$ cat config.mk
export PLATFORM = sky130hd
export DESIGN_NAME = mem_stage_flat
export DESIGN_NICKNAME = d
export VERILOG_FILES = /design/src/logic/mem_pkg.sv /design/src/logic/dcache_if.sv /design/src/logic/amo_alu.sv /design/src/logic/load_align.sv /design/src/logic/mem_stage.sv /design/src/flat_wrapper.sv
export SDC_FILE = /design/constraint.sdc
export NUM_CORES = 1
export LEC_CHECK = 0
export BUFFER_PORTS_ARGS = -buffer_cell sky130_fd_sc_hd__buf_2
export CORE_UTILIZATION = 35
export DETAILED_ROUTE_END_ITERATION = 7
export SYNTH_ARGS = -nofsm -noshare
export SYNTH_HDL_FRONTEND = slang
export SYNTH_HIERARCHICAL = 1
export SYNTH_SLANG_ARGS = --single-unit
$ cat constraint.sdc
create_clock -name clk -period 3.5 [get_ports clk]
set_input_delay 0.175 -clock clk [delete_from_list [all_inputs] [get_ports clk]]
set_output_delay 0.175 -clock clk [all_outputs]
set_load 0.01 [all_outputs]
$ cat src/logic/mem_pkg.sv
`default_nettype none

package mem_pkg;

    localparam int xlen = 32;

    typedef logic [xlen-1:0] uint_x;
    typedef logic [xlen-1:0] addr_t;

    // access kind seen by the stage
    typedef enum logic [1:0] {
        op_none,
        op_load,
        op_store,
        op_atomic
    } mem_op_e;

    // also used as the write mask code on the bus
    typedef enum logic [1:0] {
        size_b,
        size_h,
        size_w
    } mem_size_e;

    typedef enum logic {
        sign_signed,
        sign_unsigned
    } sign_sel_e;

    typedef enum logic [3:0] {
        amo_lr,
        amo_sc,
        amo_swap,
        amo_add,
        amo_xor,
        amo_and,
        amo_or,
        amo_min,
        amo_max
    } amo_sel_e;

    typedef enum logic {
        fault_access,
        fault_page
    } fault_e;

    // store and amo share a trap cause
    localparam logic [3:0] cause_load_access  = 4'd5;
    localparam logic [3:0] cause_store_access = 4'd7;
    localparam logic [3:0] cause_load_page    = 4'd13;
    localparam logic [3:0] cause_store_page   = 4'd15;

    localparam addr_t no_reservation = '1;   // empty reservation

    // memory geometry
    localparam int    ram_words   = 1024;
    localparam int    ram_idx_w   = $clog2(ram_words);
    localparam addr_t ram_bytes   = addr_t'(ram_words * (xlen / 8));
    localparam int    ram_latency = 2;       // accept to response
    localparam int    ram_cnt_w   = $clog2(ram_latency + 1);

    localparam addr_t page_fault_base = 32'hffff_f000;

endpackage

`default_nettype wire

$ cat src/logic/dcache_if.sv
`timescale 1ns/1ps
`default_nettype none

interface dcache_if import mem_pkg::*; ();

    // request channel
    logic      req_valid;
    logic      wen;
    addr_t     addr;
    uint_x     wdata;
    mem_size_e wmask;      // size code picks the byte lanes

    // response channel
    logic      ready;
    logic      resp_valid;
    uint_x     rdata;      // addressed data in the low bits
    logic      error;
    fault_e    errty;

    modport requester (
        output req_valid, wen, addr, wdata, wmask,
        input  ready, resp_valid, rdata, error, errty
    );

    modport responder (
        input  req_valid, wen, addr, wdata, wmask,
        output ready, resp_valid, rdata, error, errty
    );

endinterface

`default_nettype wire

$ cat src/logic/amo_alu.sv
`timescale 1ns/1ps
`default_nettype none

module amo_alu import mem_pkg::*; (
    input  wire amo_sel_e  amo_sel,
    input  wire sign_sel_e sign,
    input  wire uint_x     mem_word,
    input  wire uint_x     operand,
    output uint_x          result
);

    logic less;   // mem_word below operand

    always_comb begin
        if (sign == sign_signed) begin
            less = $signed(mem_word) < $signed(operand);
        end else begin
            less = mem_word < operand;
        end
    end

    always_comb begin
        case (amo_sel)
            amo_add: result = mem_word + operand;
            amo_xor: result = mem_word ^ operand;
            amo_and: result = mem_word & operand;
            amo_or:  result = mem_word | operand;
            amo_min: result = less ? mem_word : operand;
            amo_max: result = less ? operand : mem_word;
            // swap and sc write rs2 unchanged
            default: result = operand;
        endcase
    end

endmodule

`default_nettype wire

$ cat src/logic/load_align.sv
`timescale 1ns/1ps
`default_nettype none

module load_align import mem_pkg::*; (
    input  wire mem_op_e   op,
    input  wire amo_sel_e  amo_sel,
    input  wire mem_size_e size,
    input  wire sign_sel_e sign,
    input  wire uint_x     raw,
    input  wire            sc_ok,
    output uint_x          result
);

    logic sext;

    assign sext = sign == sign_signed;

    always_comb begin
        if (op == op_atomic) begin
            if (amo_sel == amo_sc) begin
                result = sc_ok ? '0 : uint_x'(1);   // 0 means success
            end else begin
                result = raw;   // lr and amo hand back the old word
            end
        end else begin
            case (size)
                size_b: begin
                    if (sext) begin
                        result = {{(xlen - 8){raw[7]}}, raw[7:0]};
                    end else begin
                        result = {{(xlen - 8){1'b0}}, raw[7:0]};
                    end
                end
                size_h: begin
                    if (sext) begin
                        result = {{(xlen - 16){raw[15]}}, raw[15:0]};
                    end else begin
                        result = {{(xlen - 16){1'b0}}, raw[15:0]};
                    end
                end
                default: result = raw;
            endcase
        end
    end

endmodule

`default_nettype wire

$ cat src/logic/mem_stage.sv
`timescale 1ns/1ps
`default_nettype none

module mem_stage import mem_pkg::*; (
    input  wire            clk,
    input  wire            rst,
    input  wire            valid,
    input  wire            is_new,
    input  wire mem_op_e   op,
    input  wire amo_sel_e  amo_sel,
    input  wire mem_size_e size,
    input  wire sign_sel_e sign,
    input  wire addr_t     addr,
    input  wire uint_x     wdata,
    input  wire            trap_in_valid,
    input  wire [3:0]      trap_in_cause,
    dcache_if.requester    dmem,
    output logic           stall,
    output uint_x          rdata,
    output logic           trap_valid,
    output logic [3:0]     trap_cause
);

    typedef enum logic [1:0] {
        st_idle,
        st_wait_ready,
        st_wait_read,
        st_wait_write
    } state_e;

    state_e state_q;
    logic   executed_q;
    logic   store_pass_q;    // amo second pass runs as a store
    logic   err_q;
    addr_t  reservation_q;
    logic   sc_ok_q;
    fault_e errty_q;
    uint_x  saved_rdata_q;
    uint_x  amo_wdata;

    logic done;
    logic is_lr;
    logic is_sc;
    logic is_rmw;
    logic sc_match;
    logic req_wen;
    logic store_cause;

    assign done     = executed_q && !is_new;   // is_new opens a fresh instruction
    assign is_lr    = op == op_atomic && amo_sel == amo_lr;
    assign is_sc    = op == op_atomic && amo_sel == amo_sc;
    assign is_rmw   = op == op_atomic && !is_lr && !is_sc;
    assign sc_match = reservation_q == addr;
    assign req_wen  = store_pass_q || op == op_store || is_sc;

    assign stall = valid && op != op_none && (state_q != st_idle || !done);

    assign dmem.req_valid = state_q == st_wait_ready;
    assign dmem.wen       = req_wen;
    assign dmem.addr      = addr;
    assign dmem.wdata     = op == op_atomic ? amo_wdata : wdata;
    assign dmem.wmask     = size;

    amo_alu i_amo_alu (
        .amo_sel  (amo_sel),
        .sign     (sign),
        .mem_word (saved_rdata_q),
        .operand  (wdata),
        .result   (amo_wdata)
    );

    load_align i_load_align (
        .op      (op),
        .amo_sel (amo_sel),
        .size    (size),
        .sign    (sign),
        .raw     (saved_rdata_q),
        .sc_ok   (sc_ok_q),
        .result  (rdata)
    );

    // only lr counts as a load among the atomics
    assign store_cause = !(op == op_load || is_lr);

    always_comb begin
        if (op == op_none) begin
            trap_valid = trap_in_valid;
            trap_cause = trap_in_cause;
        end else begin
            trap_valid = err_q;
            if (!err_q) begin
                trap_cause = '0;
            end else if (errty_q == fault_access) begin
                trap_cause = store_cause ? cause_store_access : cause_load_access;
            end else begin
                trap_cause = store_cause ? cause_store_page : cause_load_page;
            end
        end
    end

    always_ff @(posedge clk) begin
        if (rst) begin
            state_q       <= st_idle;
            executed_q    <= 1'b0;
            store_pass_q  <= 1'b0;
            err_q         <= 1'b0;
            reservation_q <= no_reservation;
        end else if (!valid || op == op_none) begin
            state_q      <= st_idle;
            executed_q   <= 1'b0;
            store_pass_q <= 1'b0;
        end else begin
            if (is_new) begin
                executed_q <= 1'b0;
            end
            case (state_q)
                st_idle: begin
                    if (!done) begin
                        state_q <= st_wait_ready;
                        err_q   <= 1'b0;
                        if (is_lr) begin
                            reservation_q <= addr;
                        end
                        if (is_sc) begin
                            reservation_q <= no_reservation;   // dropped either way
                            if (!sc_match) begin
                                state_q    <= st_idle;         // fails without a request
                                executed_q <= 1'b1;
                            end
                        end
                    end
                end
                st_wait_ready: begin
                    if (dmem.ready) begin
                        state_q <= req_wen ? st_wait_write : st_wait_read;
                    end
                end
                st_wait_read: begin
                    if (dmem.resp_valid) begin
                        err_q <= dmem.error;
                        if (is_rmw && !dmem.error) begin
                            state_q      <= st_wait_ready;
                            store_pass_q <= 1'b1;
                        end else begin
                            state_q    <= st_idle;
                            executed_q <= 1'b1;
                        end
                    end
                end
                default: begin
                    if (dmem.resp_valid) begin
                        err_q        <= dmem.error;
                        state_q      <= st_idle;
                        executed_q   <= 1'b1;
                        store_pass_q <= 1'b0;
                    end
                end
            endcase
        end
    end

    always_ff @(posedge clk) begin
        if (state_q == st_idle && !done && is_sc) begin
            sc_ok_q <= sc_match;
        end
        if (dmem.resp_valid) begin
            errty_q <= dmem.errty;
            if (state_q == st_wait_read) begin
                saved_rdata_q <= dmem.rdata;   // keep the old word across the store pass
            end
        end
    end

    // held request must not change under back-pressure
    assert property (@(posedge clk) disable iff (rst)
        dmem.req_valid && !dmem.ready |=>
            $stable({dmem.wen, dmem.addr, dmem.wdata, dmem.wmask}));

    assert property (@(posedge clk) disable iff (rst)
        dmem.req_valid |-> op != op_none);

    // memory answers only an access that is outstanding
    assert property (@(posedge clk) disable iff (rst)
        dmem.resp_valid |-> state_q inside {st_wait_read, st_wait_write});

endmodule

`default_nettype wire

$ cat src/flat_wrapper.sv
// flat-port wrapper written by rule: the top's interface ports become plain ports
module mem_stage_flat import mem_pkg::*;
  (clk, rst, valid, is_new, op, amo_sel, size, sign, addr, wdata, trap_in_valid, trap_in_cause, stall, rdata, trap_valid, trap_cause, dmem_req_valid, dmem_wen, dmem_addr, dmem_wdata, dmem_wmask, dmem_ready, dmem_resp_valid, dmem_rdata, dmem_error, dmem_errty);
  dcache_if dmem_i ();
  input  wire clk;
  input  wire rst;
  input  wire valid;
  input  wire is_new;
  input  wire mem_op_e op;
  input  wire amo_sel_e amo_sel;
  input  wire mem_size_e size;
  input  wire sign_sel_e sign;
  input  wire addr_t addr;
  input  wire uint_x wdata;
  input  wire trap_in_valid;
  input  wire [3:0] trap_in_cause;
  output logic stall;
  output uint_x rdata;
  output logic trap_valid;
  output logic [3:0] trap_cause;
  output wire logic [$bits(dmem_i.req_valid)-1:0] dmem_req_valid;
  output wire logic [$bits(dmem_i.wen)-1:0] dmem_wen;
  output wire logic [$bits(dmem_i.addr)-1:0] dmem_addr;
  output wire logic [$bits(dmem_i.wdata)-1:0] dmem_wdata;
  output wire logic [$bits(dmem_i.wmask)-1:0] dmem_wmask;
  input wire logic [$bits(dmem_i.ready)-1:0] dmem_ready;
  input wire logic [$bits(dmem_i.resp_valid)-1:0] dmem_resp_valid;
  input wire logic [$bits(dmem_i.rdata)-1:0] dmem_rdata;
  input wire logic [$bits(dmem_i.error)-1:0] dmem_error;
  input wire logic [$bits(dmem_i.errty)-1:0] dmem_errty;
  assign dmem_req_valid = dmem_i.req_valid;
  assign dmem_wen = dmem_i.wen;
  assign dmem_addr = dmem_i.addr;
  assign dmem_wdata = dmem_i.wdata;
  assign dmem_wmask = dmem_i.wmask;
  assign dmem_i.ready = dmem_ready;
  assign dmem_i.resp_valid = dmem_resp_valid;
  assign dmem_i.rdata = dmem_rdata;
  assign dmem_i.error = dmem_error;
  assign dmem_i.errty = dmem_errty;
  mem_stage u_core (.clk(clk), .rst(rst), .valid(valid), .is_new(is_new), .op(op), .amo_sel(amo_sel), .size(size), .sign(sign), .addr(addr), .wdata(wdata), .trap_in_valid(trap_in_valid), .trap_in_cause(trap_in_cause), .dmem(dmem_i), .stall(stall), .rdata(rdata), .trap_valid(trap_valid), .trap_cause(trap_cause));
endmodule
After elaboration in Yosys (flattened, before gate mapping)

Index checks and enable logic that the tools add are counted.

Logic and storage cells: 116
Flip-flop bits (word level): 71
Output and inout port bits: 106

$add $sub $neg: 1
Bitwise gates (word level): 7
Mux-type cells: 43
Magnitude comparators: 2
Equality and inequality tests: 18
Reduce and logical (&&, ||, !) cells: 37

Operators by type and width:

| operator                                       | number |
|---|---|
| two-way mux 32 bit                             | 9 |
| one-hot mux 32 bit (6 select lines)            | 1 |
| less-than comparator 32 bit                    | 2 |
| one-hot mux 32 bit (2 select lines)            | 1 |
| adder 32 bit                                   | 1 |
| AND 32 bit                                     | 1 |
| == test 32 bit                                 | 1 |
| OR 32 bit                                      | 1 |
| XOR 32 bit                                     | 1 |
| two-way mux 1 bit                              | 18 |
| == test 4 x 3 -> 1 bit (second input constant) | 4 |
| two-way mux 2 bit                              | 7 |
| two-way mux 4 bit                              | 3 |
| AND reduction 4 bit                            | 3 |
| logical AND 1 bit                              | 10 |
| nonzero test 2 bit                             | 4 |
| == test 2 x 1 -> 1 bit (second input constant) | 3 |
| == test 2 bit (second input constant)          | 3 |
| zero test 1 bit                                | 6 |
| zero test 2 bit                                | 3 |
| one-hot mux 2 bit (3 select lines)             | 1 |
| logical OR 1 bit                               | 5 |
| == test 4 x 1 -> 1 bit (second input constant) | 1 |
| == test 4 x 2 -> 1 bit (second input constant) | 1 |
| 11 further kinds                               | 18 |

Depth between registers and ports, before layout

Gate-level depths: netlist of run 1.

Depth after elaboration: 9
Gate-level depth with buffers: 14
Depth with buffers taken out: 11

By module

The synthesis of run 1 kept the hierarchy.

By module, submodules not included:

| module     | times used | cells an instance | area an instance (µm²) |
|---|---|---|---|
| amo_alu    | 1          | 683               | 4,599.4 |
| mem_stage  | 1          | 350               | 3,718.6 |
| load_align | 1          | 73                | 461.7 |

Worst setup path before layout of run 1

No wires, ideal clock.

Kind: register -> output
From: register u_core.saved_rdata_q[16]
To: output dmem_wdata[25]
Arrival time: 3,041 ps
Path slack: 284 ps
Stages on the path, launching flop included: 14
Buffers on the path: 3
Cells stage by stage: edfxtp_1 inv_1 ha_1 buf_6 or4_1 nor2_1 o31ai_1 a31o_2 a211o_1 buf_6 buf_8 a222oi_1 o21ai_1 mux2_2

Cells in the longest elaborated chain, start to end: 5
Elaborated cells on any way between the ends: 8
Classes of those cells: add/sub: 1; order compare: 2; mux: 5

RTL lines:

| element                                               | RTL line                     | source |
|---|---|---|
| from (decl)                                           | mem_stage.sv:38              | `uint_x saved_rdata_q;` |
| from (signal assigned)                                | mem_stage.sv:169             | `saved_rdata_q <= dmem.rdata;` |
| less-than comparator 32 bit, on equally long branches | amo_alu.sv:16, amo_alu.sv:18 |  |
| two-way mux 1 bit                                     | amo_alu.sv:15                | `if (sign == sign_signed) begin` |
| two-way mux 32 bit, on equally long branches          | amo_alu.sv:29, amo_alu.sv:28 |  |
| one-hot mux 32 bit (6 select lines) *                 | amo_alu.sv:23                | `case (amo_sel)` |
| net u_core.amo_wdata[25]                              | mem_stage.sv:39              | `uint_x amo_wdata;` |
| two-way mux 32 bit *                                  | mem_stage.sv:61              | `assign dmem.wdata = op == op_atomic ? amo_wdata : wdata;` |
| to (decl)                                             | flat_wrapper.sv:24           | `output wire logic [$bits(dmem_i.wdata)-1:0] dmem_wdata;` |

Mark *: on every way through the listed nets, which the timed path passes. The rest lies on a longest branch.

Final worst setup path of run 1

From: register u_core.saved_rdata_q[12]
To: output dmem_wdata[30]

Same word-level chain as after synthesis.

==> results of run 1 <==
[power by group through the flow]
stage,registers [mW],logic [mW],clock network (mW)
floorplan,0.896,0.533,0
global placement,0.897,0.839,0
detailed placement,0.898,0.839,0
CTS,0.879,0.940,0.917
global route,0.879,1.05,0.950
finish,0.879,0.967,0.881
[cells in the mapped netlist, types with 4 or more instances]
| cell | count | area (um2) |
|---|---|---|
| edfxtp_1 | 34 | 1021 |
| a21oi_2 | 18 | 157.7 |
| nand3_1 | 17 | 85.08 |
| and2_1 | 6 | 37.54 |
| o31ai_1 | 4 | 30.03 |
| a221o_1 | 14 | 140.1 |
| xnor2_1 | 12 | 105.1 |
| nor2_1 | 95 | 356.6 |
| nand4_1 | 8 | 50.05 |
| o211ai_1 | 4 | 30.03 |
| o21ai_1 | 4 | 20.02 |
| mux2i_1 | 6 | 60.06 |
| nand2b_1 | 7 | 43.79 |
| xor2_1 | 41 | 359.1 |
| or3_1 | 4 | 25.02 |
| a221oi_2 | 4 | 60.06 |
| clkbuf_1 | 31 | 116.4 |
| a222oi_1 | 13 | 130.1 |
| buf_4 | 42 | 315.3 |
| o221ai_1 | 4 | 35.03 |
| nor3_1 | 40 | 200.2 |
| a21oi_1 | 74 | 370.4 |
| buf_6 | 11 | 123.9 |
| dfxtp_1 | 37 | 740.7 |
| inv_1 | 82 | 307.8 |
| a21o_1 | 16 | 120.1 |
| o21ai_0 | 79 | 395.4 |
| nor4_1 | 13 | 81.33 |
| o22ai_1 | 12 | 75.07 |
| a211oi_1 | 20 | 150.1 |
| o21bai_1 | 40 | 300.3 |
| nand2_1 | 70 | 262.8 |
| buf_2 | 24 | 120.1 |
| and3_1 | 7 | 43.79 |
| nor2b_1 | 20 | 125.1 |
| mux2_2 | 32 | 360.4 |
| ha_1 | 96 | 1201 |
[stage by stage]
stage | utilization | setup slack [ns] | power, mW | hold WS (ns) | TNS (ns)
global route | 0.4680 | -0.4534 | 2.875 | 0.01114 | -10.75
CTS | 0.4613 | -0.2392 | 2.736 | 0.003538 | -4.703
finish | 0.4681 | -0.2908 | 2.727 | 0.01629 | -6.006
detailed placement | 0.4225 | -0.1050 | 1.737 | 0.3535 | -0.5813
floorplan | - | 0.2842 | 1.429 | 0.2739 | 0
global placement | 0.4225 | 0.01584 | 1.737 | 0.3532 | 0
[cell families after synthesis]
logic type | after synthesis
AOI/OAI and AO/OA | 343
xor gates and xnor gates | 53
adders and majority gates | 97
buffers and inverters | 194
DFF | 71
muxes | 38
and+or+nand+nor | 310
[sequential cells by signal, indices dropped and copies added (netlist names)]
name and count:
u_core/reservation_q 32, u_core/saved_rdata_q 32, u_core/state_q 2, u_core/err_q 1, u_core/errty_q 1, u_core/executed_q 1
u_core/sc_ok_q 1, u_core/store_pass_q 1
[layout make-up]
cell class,count,area share
multi-input cells,841,0.5518
repair buffers,352,0.2079
flip-flops and latches,71,0.1538
well taps,324,0.03540
inverters,83,0.02721
clock buffers,9,0.01967
clock inverters,7,0.003934
diodes,1,0.0002185
[worst max-delay path by stage]
stage                     slack [ns]             end
final                          -0.29  dmem_wdata[30]
after global routing           -0.45  dmem_wdata[24]
after CTS                      -0.24  dmem_wdata[24]
after detailed placement       -0.11  dmem_wdata[24]
after global placement          0.02  dmem_wdata[24]
after floorplan                 0.28  dmem_wdata[25]
[layer usage]
layer  GRT usage  vias up
li1            -     4444
met1      0.3073     4237
met2      0.3829      340
met3     0.05888       35
met4     0.06840        2
met5           0        -
[timing repair]
action	in CTS	in global routing
setup endpoints to repair	32	32
buffers inserted	9	3
endpoints found under the hold margin	22	0
gates resized for setup	85	25
pin swaps	14	9
hold buffers	22	0
cloned	0	1
==> flow_metrics.tcl, run 1 <==
set metrics [dict create \
    status "complete, but fails checks" \
    violations "negative setup slack" \
    start_kind "flip-flop" \
    multi_input_area_um2 6319 \
    synth_compound_area_frac 0.2672 \
    met1_length_mm 13.45 \
    drc 0 \
    r2r_end "u_core/saved_rdata_q[14]" \
    synth_cells 1106 \
    end_kind "primary output" \
    fp.dieH_um 160.4 \
    clockBufferDepth 2 \
    ant_nets 0 \
    synth_cell_types 78 \
    cts_root_buf "clkbuf_16" \
    regToRegStartpoint "u_core/state_q[1]" \
    drive_gt1_frac 0.3353 \
    wl_met3_mm 2.561 \
    slew_violations 0 \
    ys.flop_type "dfxtp_1" \
    post_synth_xor_area_fraction 0.05287 \
    ys_ff_latch 71 \
    area_growth_pct 30.43 \
    critPathKind "reg -> out" \
    fp.coreArea_um2 24460 \
    firstDrtPassIters 7 \
    cp_num_buf_inv 4 \
    crit_chain "inv_2 > ha_4 > nor4_4 > nand4_1 > o221ai_2 > o31ai_2 > a31o_2 > a211o_1 > buf_12 > buf_4 > a221oi_2 > nand3_1 > mux2_2 > buf_2" \
    fin_ws_ns -0.2908 \
    pwr-share-seq 0.322 \
    min_to "u_core/saved_rdata_q[16]" \
    synth_fa_ha_area_frac 0.1391 \
    vdd_drop_max_uv 218.9 \
    final_nets 1573 \
    antenna_found_initial 2 \
    wl_per_cell_um 18.17 \
    port_buffers 223 \
    die_x_um 160.4 \
    vias 9058 \
    grt_max_degree 36 \
    dieArea_um2 25720 \
    hp-class "in -> reg" \
    cts_buffers 9 \
    min_period_over_period 1.083 \
    io_pins 224 \
    p_int_mw 1.811 \
    synthArstFlopShare 0 \
    row_count 57 \
    highest_layer "met5" \
    initial_core_util 0.3589 \
    p_clk_frac 0.323 \
    whs_path_depth 1 \
    path_clk_slew_ns 0.07 \
    seq_area_um2 1762 \
    worst_pin_slew_ns 1.123 \
    slowest_delay_ns 0.50 \
    placed_area_um2 10340 \
    nFillCells 2456 \
    ys_seq_area_frac 0.2007 \
    cp.arrival_ns 3.62 \
    synthMuxAreaShare 0.04788 \
    leakage_nw 5.299 \
    r2r_cells 2 \
    final_common_cell "buf_2" \
    setup_violations 32 \
    synth_edf_count 34 \
    final.min_clock_period_ns 3.791 \
    wl_mm 30.68 \
    synth_top_family_by_area "compound AO/OA/AOI/OAI gates" \
    pwr-share-comb 0.354 \
    swShare 0.3361 \
    cts_tree "yes" \
    crit_start "u_core/saved_rdata_q[12]" \
    mostFrequentLayoutCells "194 x buf_2, 99 x buf_4, 93 x nor2_1, 86 x ha_1, 76 x inv_1" \
    fmax_mhz 263.8 \
    synthSimpleGateAreaFrac 0.1773 \
    grt_pass1_wl_mm 48.02 \
    maxSlewHeadroom 0.2495 \
    worstSetupPathDepth 14 \
    gr-total-overflow 0 \
    rsz0062_at_grt "yes" \
    grt_util_all_layers 0.2359 \
    cpMaxStageDelayCell "edfxtp_1" \
    cp_max_fo 17 \
    reg2reg_slack_ns 1.50 \
    power_density_nw_per_um2 238.1 \
    via_per_inst 5.366 \
    maxCapViolations 0 \
    critical-path-top-delay-family "compound AO/OA/AOI/OAI gates" \
    avgSynthCellArea_um2 7.938 \
    cp.required_ns 3.32 \
    design_area_um2 11450 \
    grt_pass1_vias 8654 \
    syn_nets 1321 \
    place.gp.congestion 1.018 \
    p_switching_uw 916.4 \
    placed_cells 1636 \
    fin_skew_ns 0.01001 \
    clock_sinks 71 \
    fin_cells 1688 \
    drtIter0Drc 606 \
    hold_viol_final 0 \
    yosysWarnings 6 \
    hold_start "dmem_rdata[16]" \
    wl_met2_mm 14.03 \
    dpl.hpwl_mm 23.12 \
    htreeDepth 3 \
    syn_area_um2 8780 \
    worstSkewPairLatency_ns 0.34 \
]
Note: power is estimated with default switching activity, not from simulation.
==> run 2: changes to the inputs <==
Settings changed: CORE_ASPECT_RATIO set to 0.5, TNS_END_PERCENT set to 10.
Clock period 3.5 ns to 4.6 ns, I/O delays scaled along.
==> flow_metrics.tcl, run 2 (synthesis gave the netlist of run 1 again) <==
set metrics [dict create \
    fmax_mhz 230.1 \
    area_growth_pct 15.19 \
    row_count 40 \
    grt_max_degree 43 \
    fp.coreArea_um2 24320 \
    place.gp.congestion 0.8755 \
    worstSkewPairLatency_ns 0.36 \
    dieArea_um2 25760 \
    cp.required_ns 4.37 \
    slew_violations 0 \
    grtUsageMet3 0.04637 \
    final_common_cell "buf_2" \
    drive_gt1_frac 0.2687 \
    hold_viol_final 0 \
    maxSlewHeadroom 0.1760 \
    rsz0062_at_grt "no" \
    dpl.hpwl_mm 21.68 \
    io_pins 224 \
    end_kind "primary output" \
    cts_tree "yes" \
    grt.busiest_layer "met2" \
    leakage_nw 4.656 \
    cts_repair_resize_count 0 \
    cts_buffers 9 \
    grt_util_all_layers 0.2243 \
    clock_sinks 71 \
    setup_violations 0 \
    fin_skew_ns 0.006394 \
    drc 0 \
    grt_util_met2 0.3768 \
    wl_per_cell_um 18.32 \
    port_buffers 223 \
    hp-class "in -> reg" \
    min_period_over_period 0.9446 \
    grt_pass1_wl_mm 44.94 \
    cts_root_buf "clkbuf_16" \
    path_clk_slew_ns 0.07 \
    htreeDepth 3 \
    die_x_um 226.0 \
    mostFrequentLayoutCells "223 x buf_2, 96 x ha_1, 94 x nor2_1, 82 x inv_1, 79 x o21ai_0" \
    worst_pin_slew_ns 1.236 \
    setup-tns-final_ns 0 \
    antenna_found_initial 3 \
    via_per_inst 5.450 \
    cp.arrival_ns 4.12 \
    maxCapViolations 0 \
    critPathKind "reg -> out" \
    ant_nets 0 \
    vdd_drop_max_uv 163.1 \
    firstDrtPassIters 6 \
    drtIter0Drc 776 \
    final_nets 1468 \
    clockBufferDepth 2 \
    gr-total-overflow 0 \
    start_kind "flip-flop" \
    grt_pass1_vias 8317 \
    fp.dieH_um 114.0 \
    vias 8704 \
    status "finished, final reports clean" \
    initial_core_util 0.3610 \
    final.min_clock_period_ns 4.345 \
    power_density_nw_per_um2 197.9 \
    wl_mm 29.26 \
    reg_top3 "u_core/reservation_q x32, u_core/saved_rdata_q x32, u_core/state_q x2" \
    placed_area_um2 9823 \
    use_met1 0.2885 \
    design_area_um2 10110 \
    cp_max_fo 9 \
]
## run 2: worst paths after layout
path                                                from                       end  slack (ns)  cells after the start
worst min-delay path                       dmem_rdata[8]   u_core/saved_rdata_q[8]        0.04                      1
worst max-delay path            u_core/saved_rdata_q[10]            dmem_wdata[18]        0.25                     13
worst max register to register         u_core/state_q[0]  u_core/reservation_q[17]        2.51                      4
worst min register to register              u_core/err_q              u_core/err_q        0.52                      2
## run 2: per-layer routing
metal,share of wire,up-vias
met4,0.018,0
met2,0.47,278
met5,0,-
li1,-,4229
met1,0.45,4158
met3,0.057,39
## run 2: cell type report
type	instances	area, um2
Timing Repair Buffer	247	1309
Multi-Input combinational cell	841	6028
Clock buffer	9	225.2
Sequential cell	71	1762
Tap cell	336	420.4
Fill cell	2545	14210
Inverter	83	311.5
Antenna cell	3	7.507
Clock inverter	7	50.05
## run 2: critical path: stages (launching register included)
cell	delay, ns
edfxtp_1	0.54
inv_1	0.08
ha_1	0.43
nor4_2	0.35
nand4_1	0.24
o221ai_1	0.22
o31ai_1	0.11
a31o_2	0.30
a211o_1	0.35
buf_4	0.19
a222oi_1	0.34
o21ai_0	0.17
mux2_2	0.28
buf_2	0.14
## run 2: per-stage QoR
step | hold slack (ns) | total power, mW | util | setup slack, ns | std cells
6_report | 0.03607 | 2.002 | 0.4158 | 0.2547 | 1597
3_3_place_gp | 0.4061 | 1.290 | 0.4039 | 0.5993 | 1577
2_1_floorplan | 0.3289 | 1.087 | - | 1.329 | 1106
5_1_grt | 0.02658 | 2.104 | 0.4155 | 0.03801 | 1594
3_5_place_dp | 0.4084 | 1.296 | 0.4039 | 0.5744 | 1577
4_1_cts | 0.02388 | 2.022 | 0.4152 | 0.1739 | 1593
## run 2: power by group
group          internal [mW]  total [mW]  switching [mW]
Clock                  0.372       0.713           0.341
Sequential             0.665       0.670         0.00449
Combinational          0.257       0.619           0.362
Total                   1.29        2.00           0.707
## run 2: what timing repair did
item	4_1_cts	5_1_grt
buffers inserted	0	1
hold buffers	0	0
setup endpoints to repair	0	9
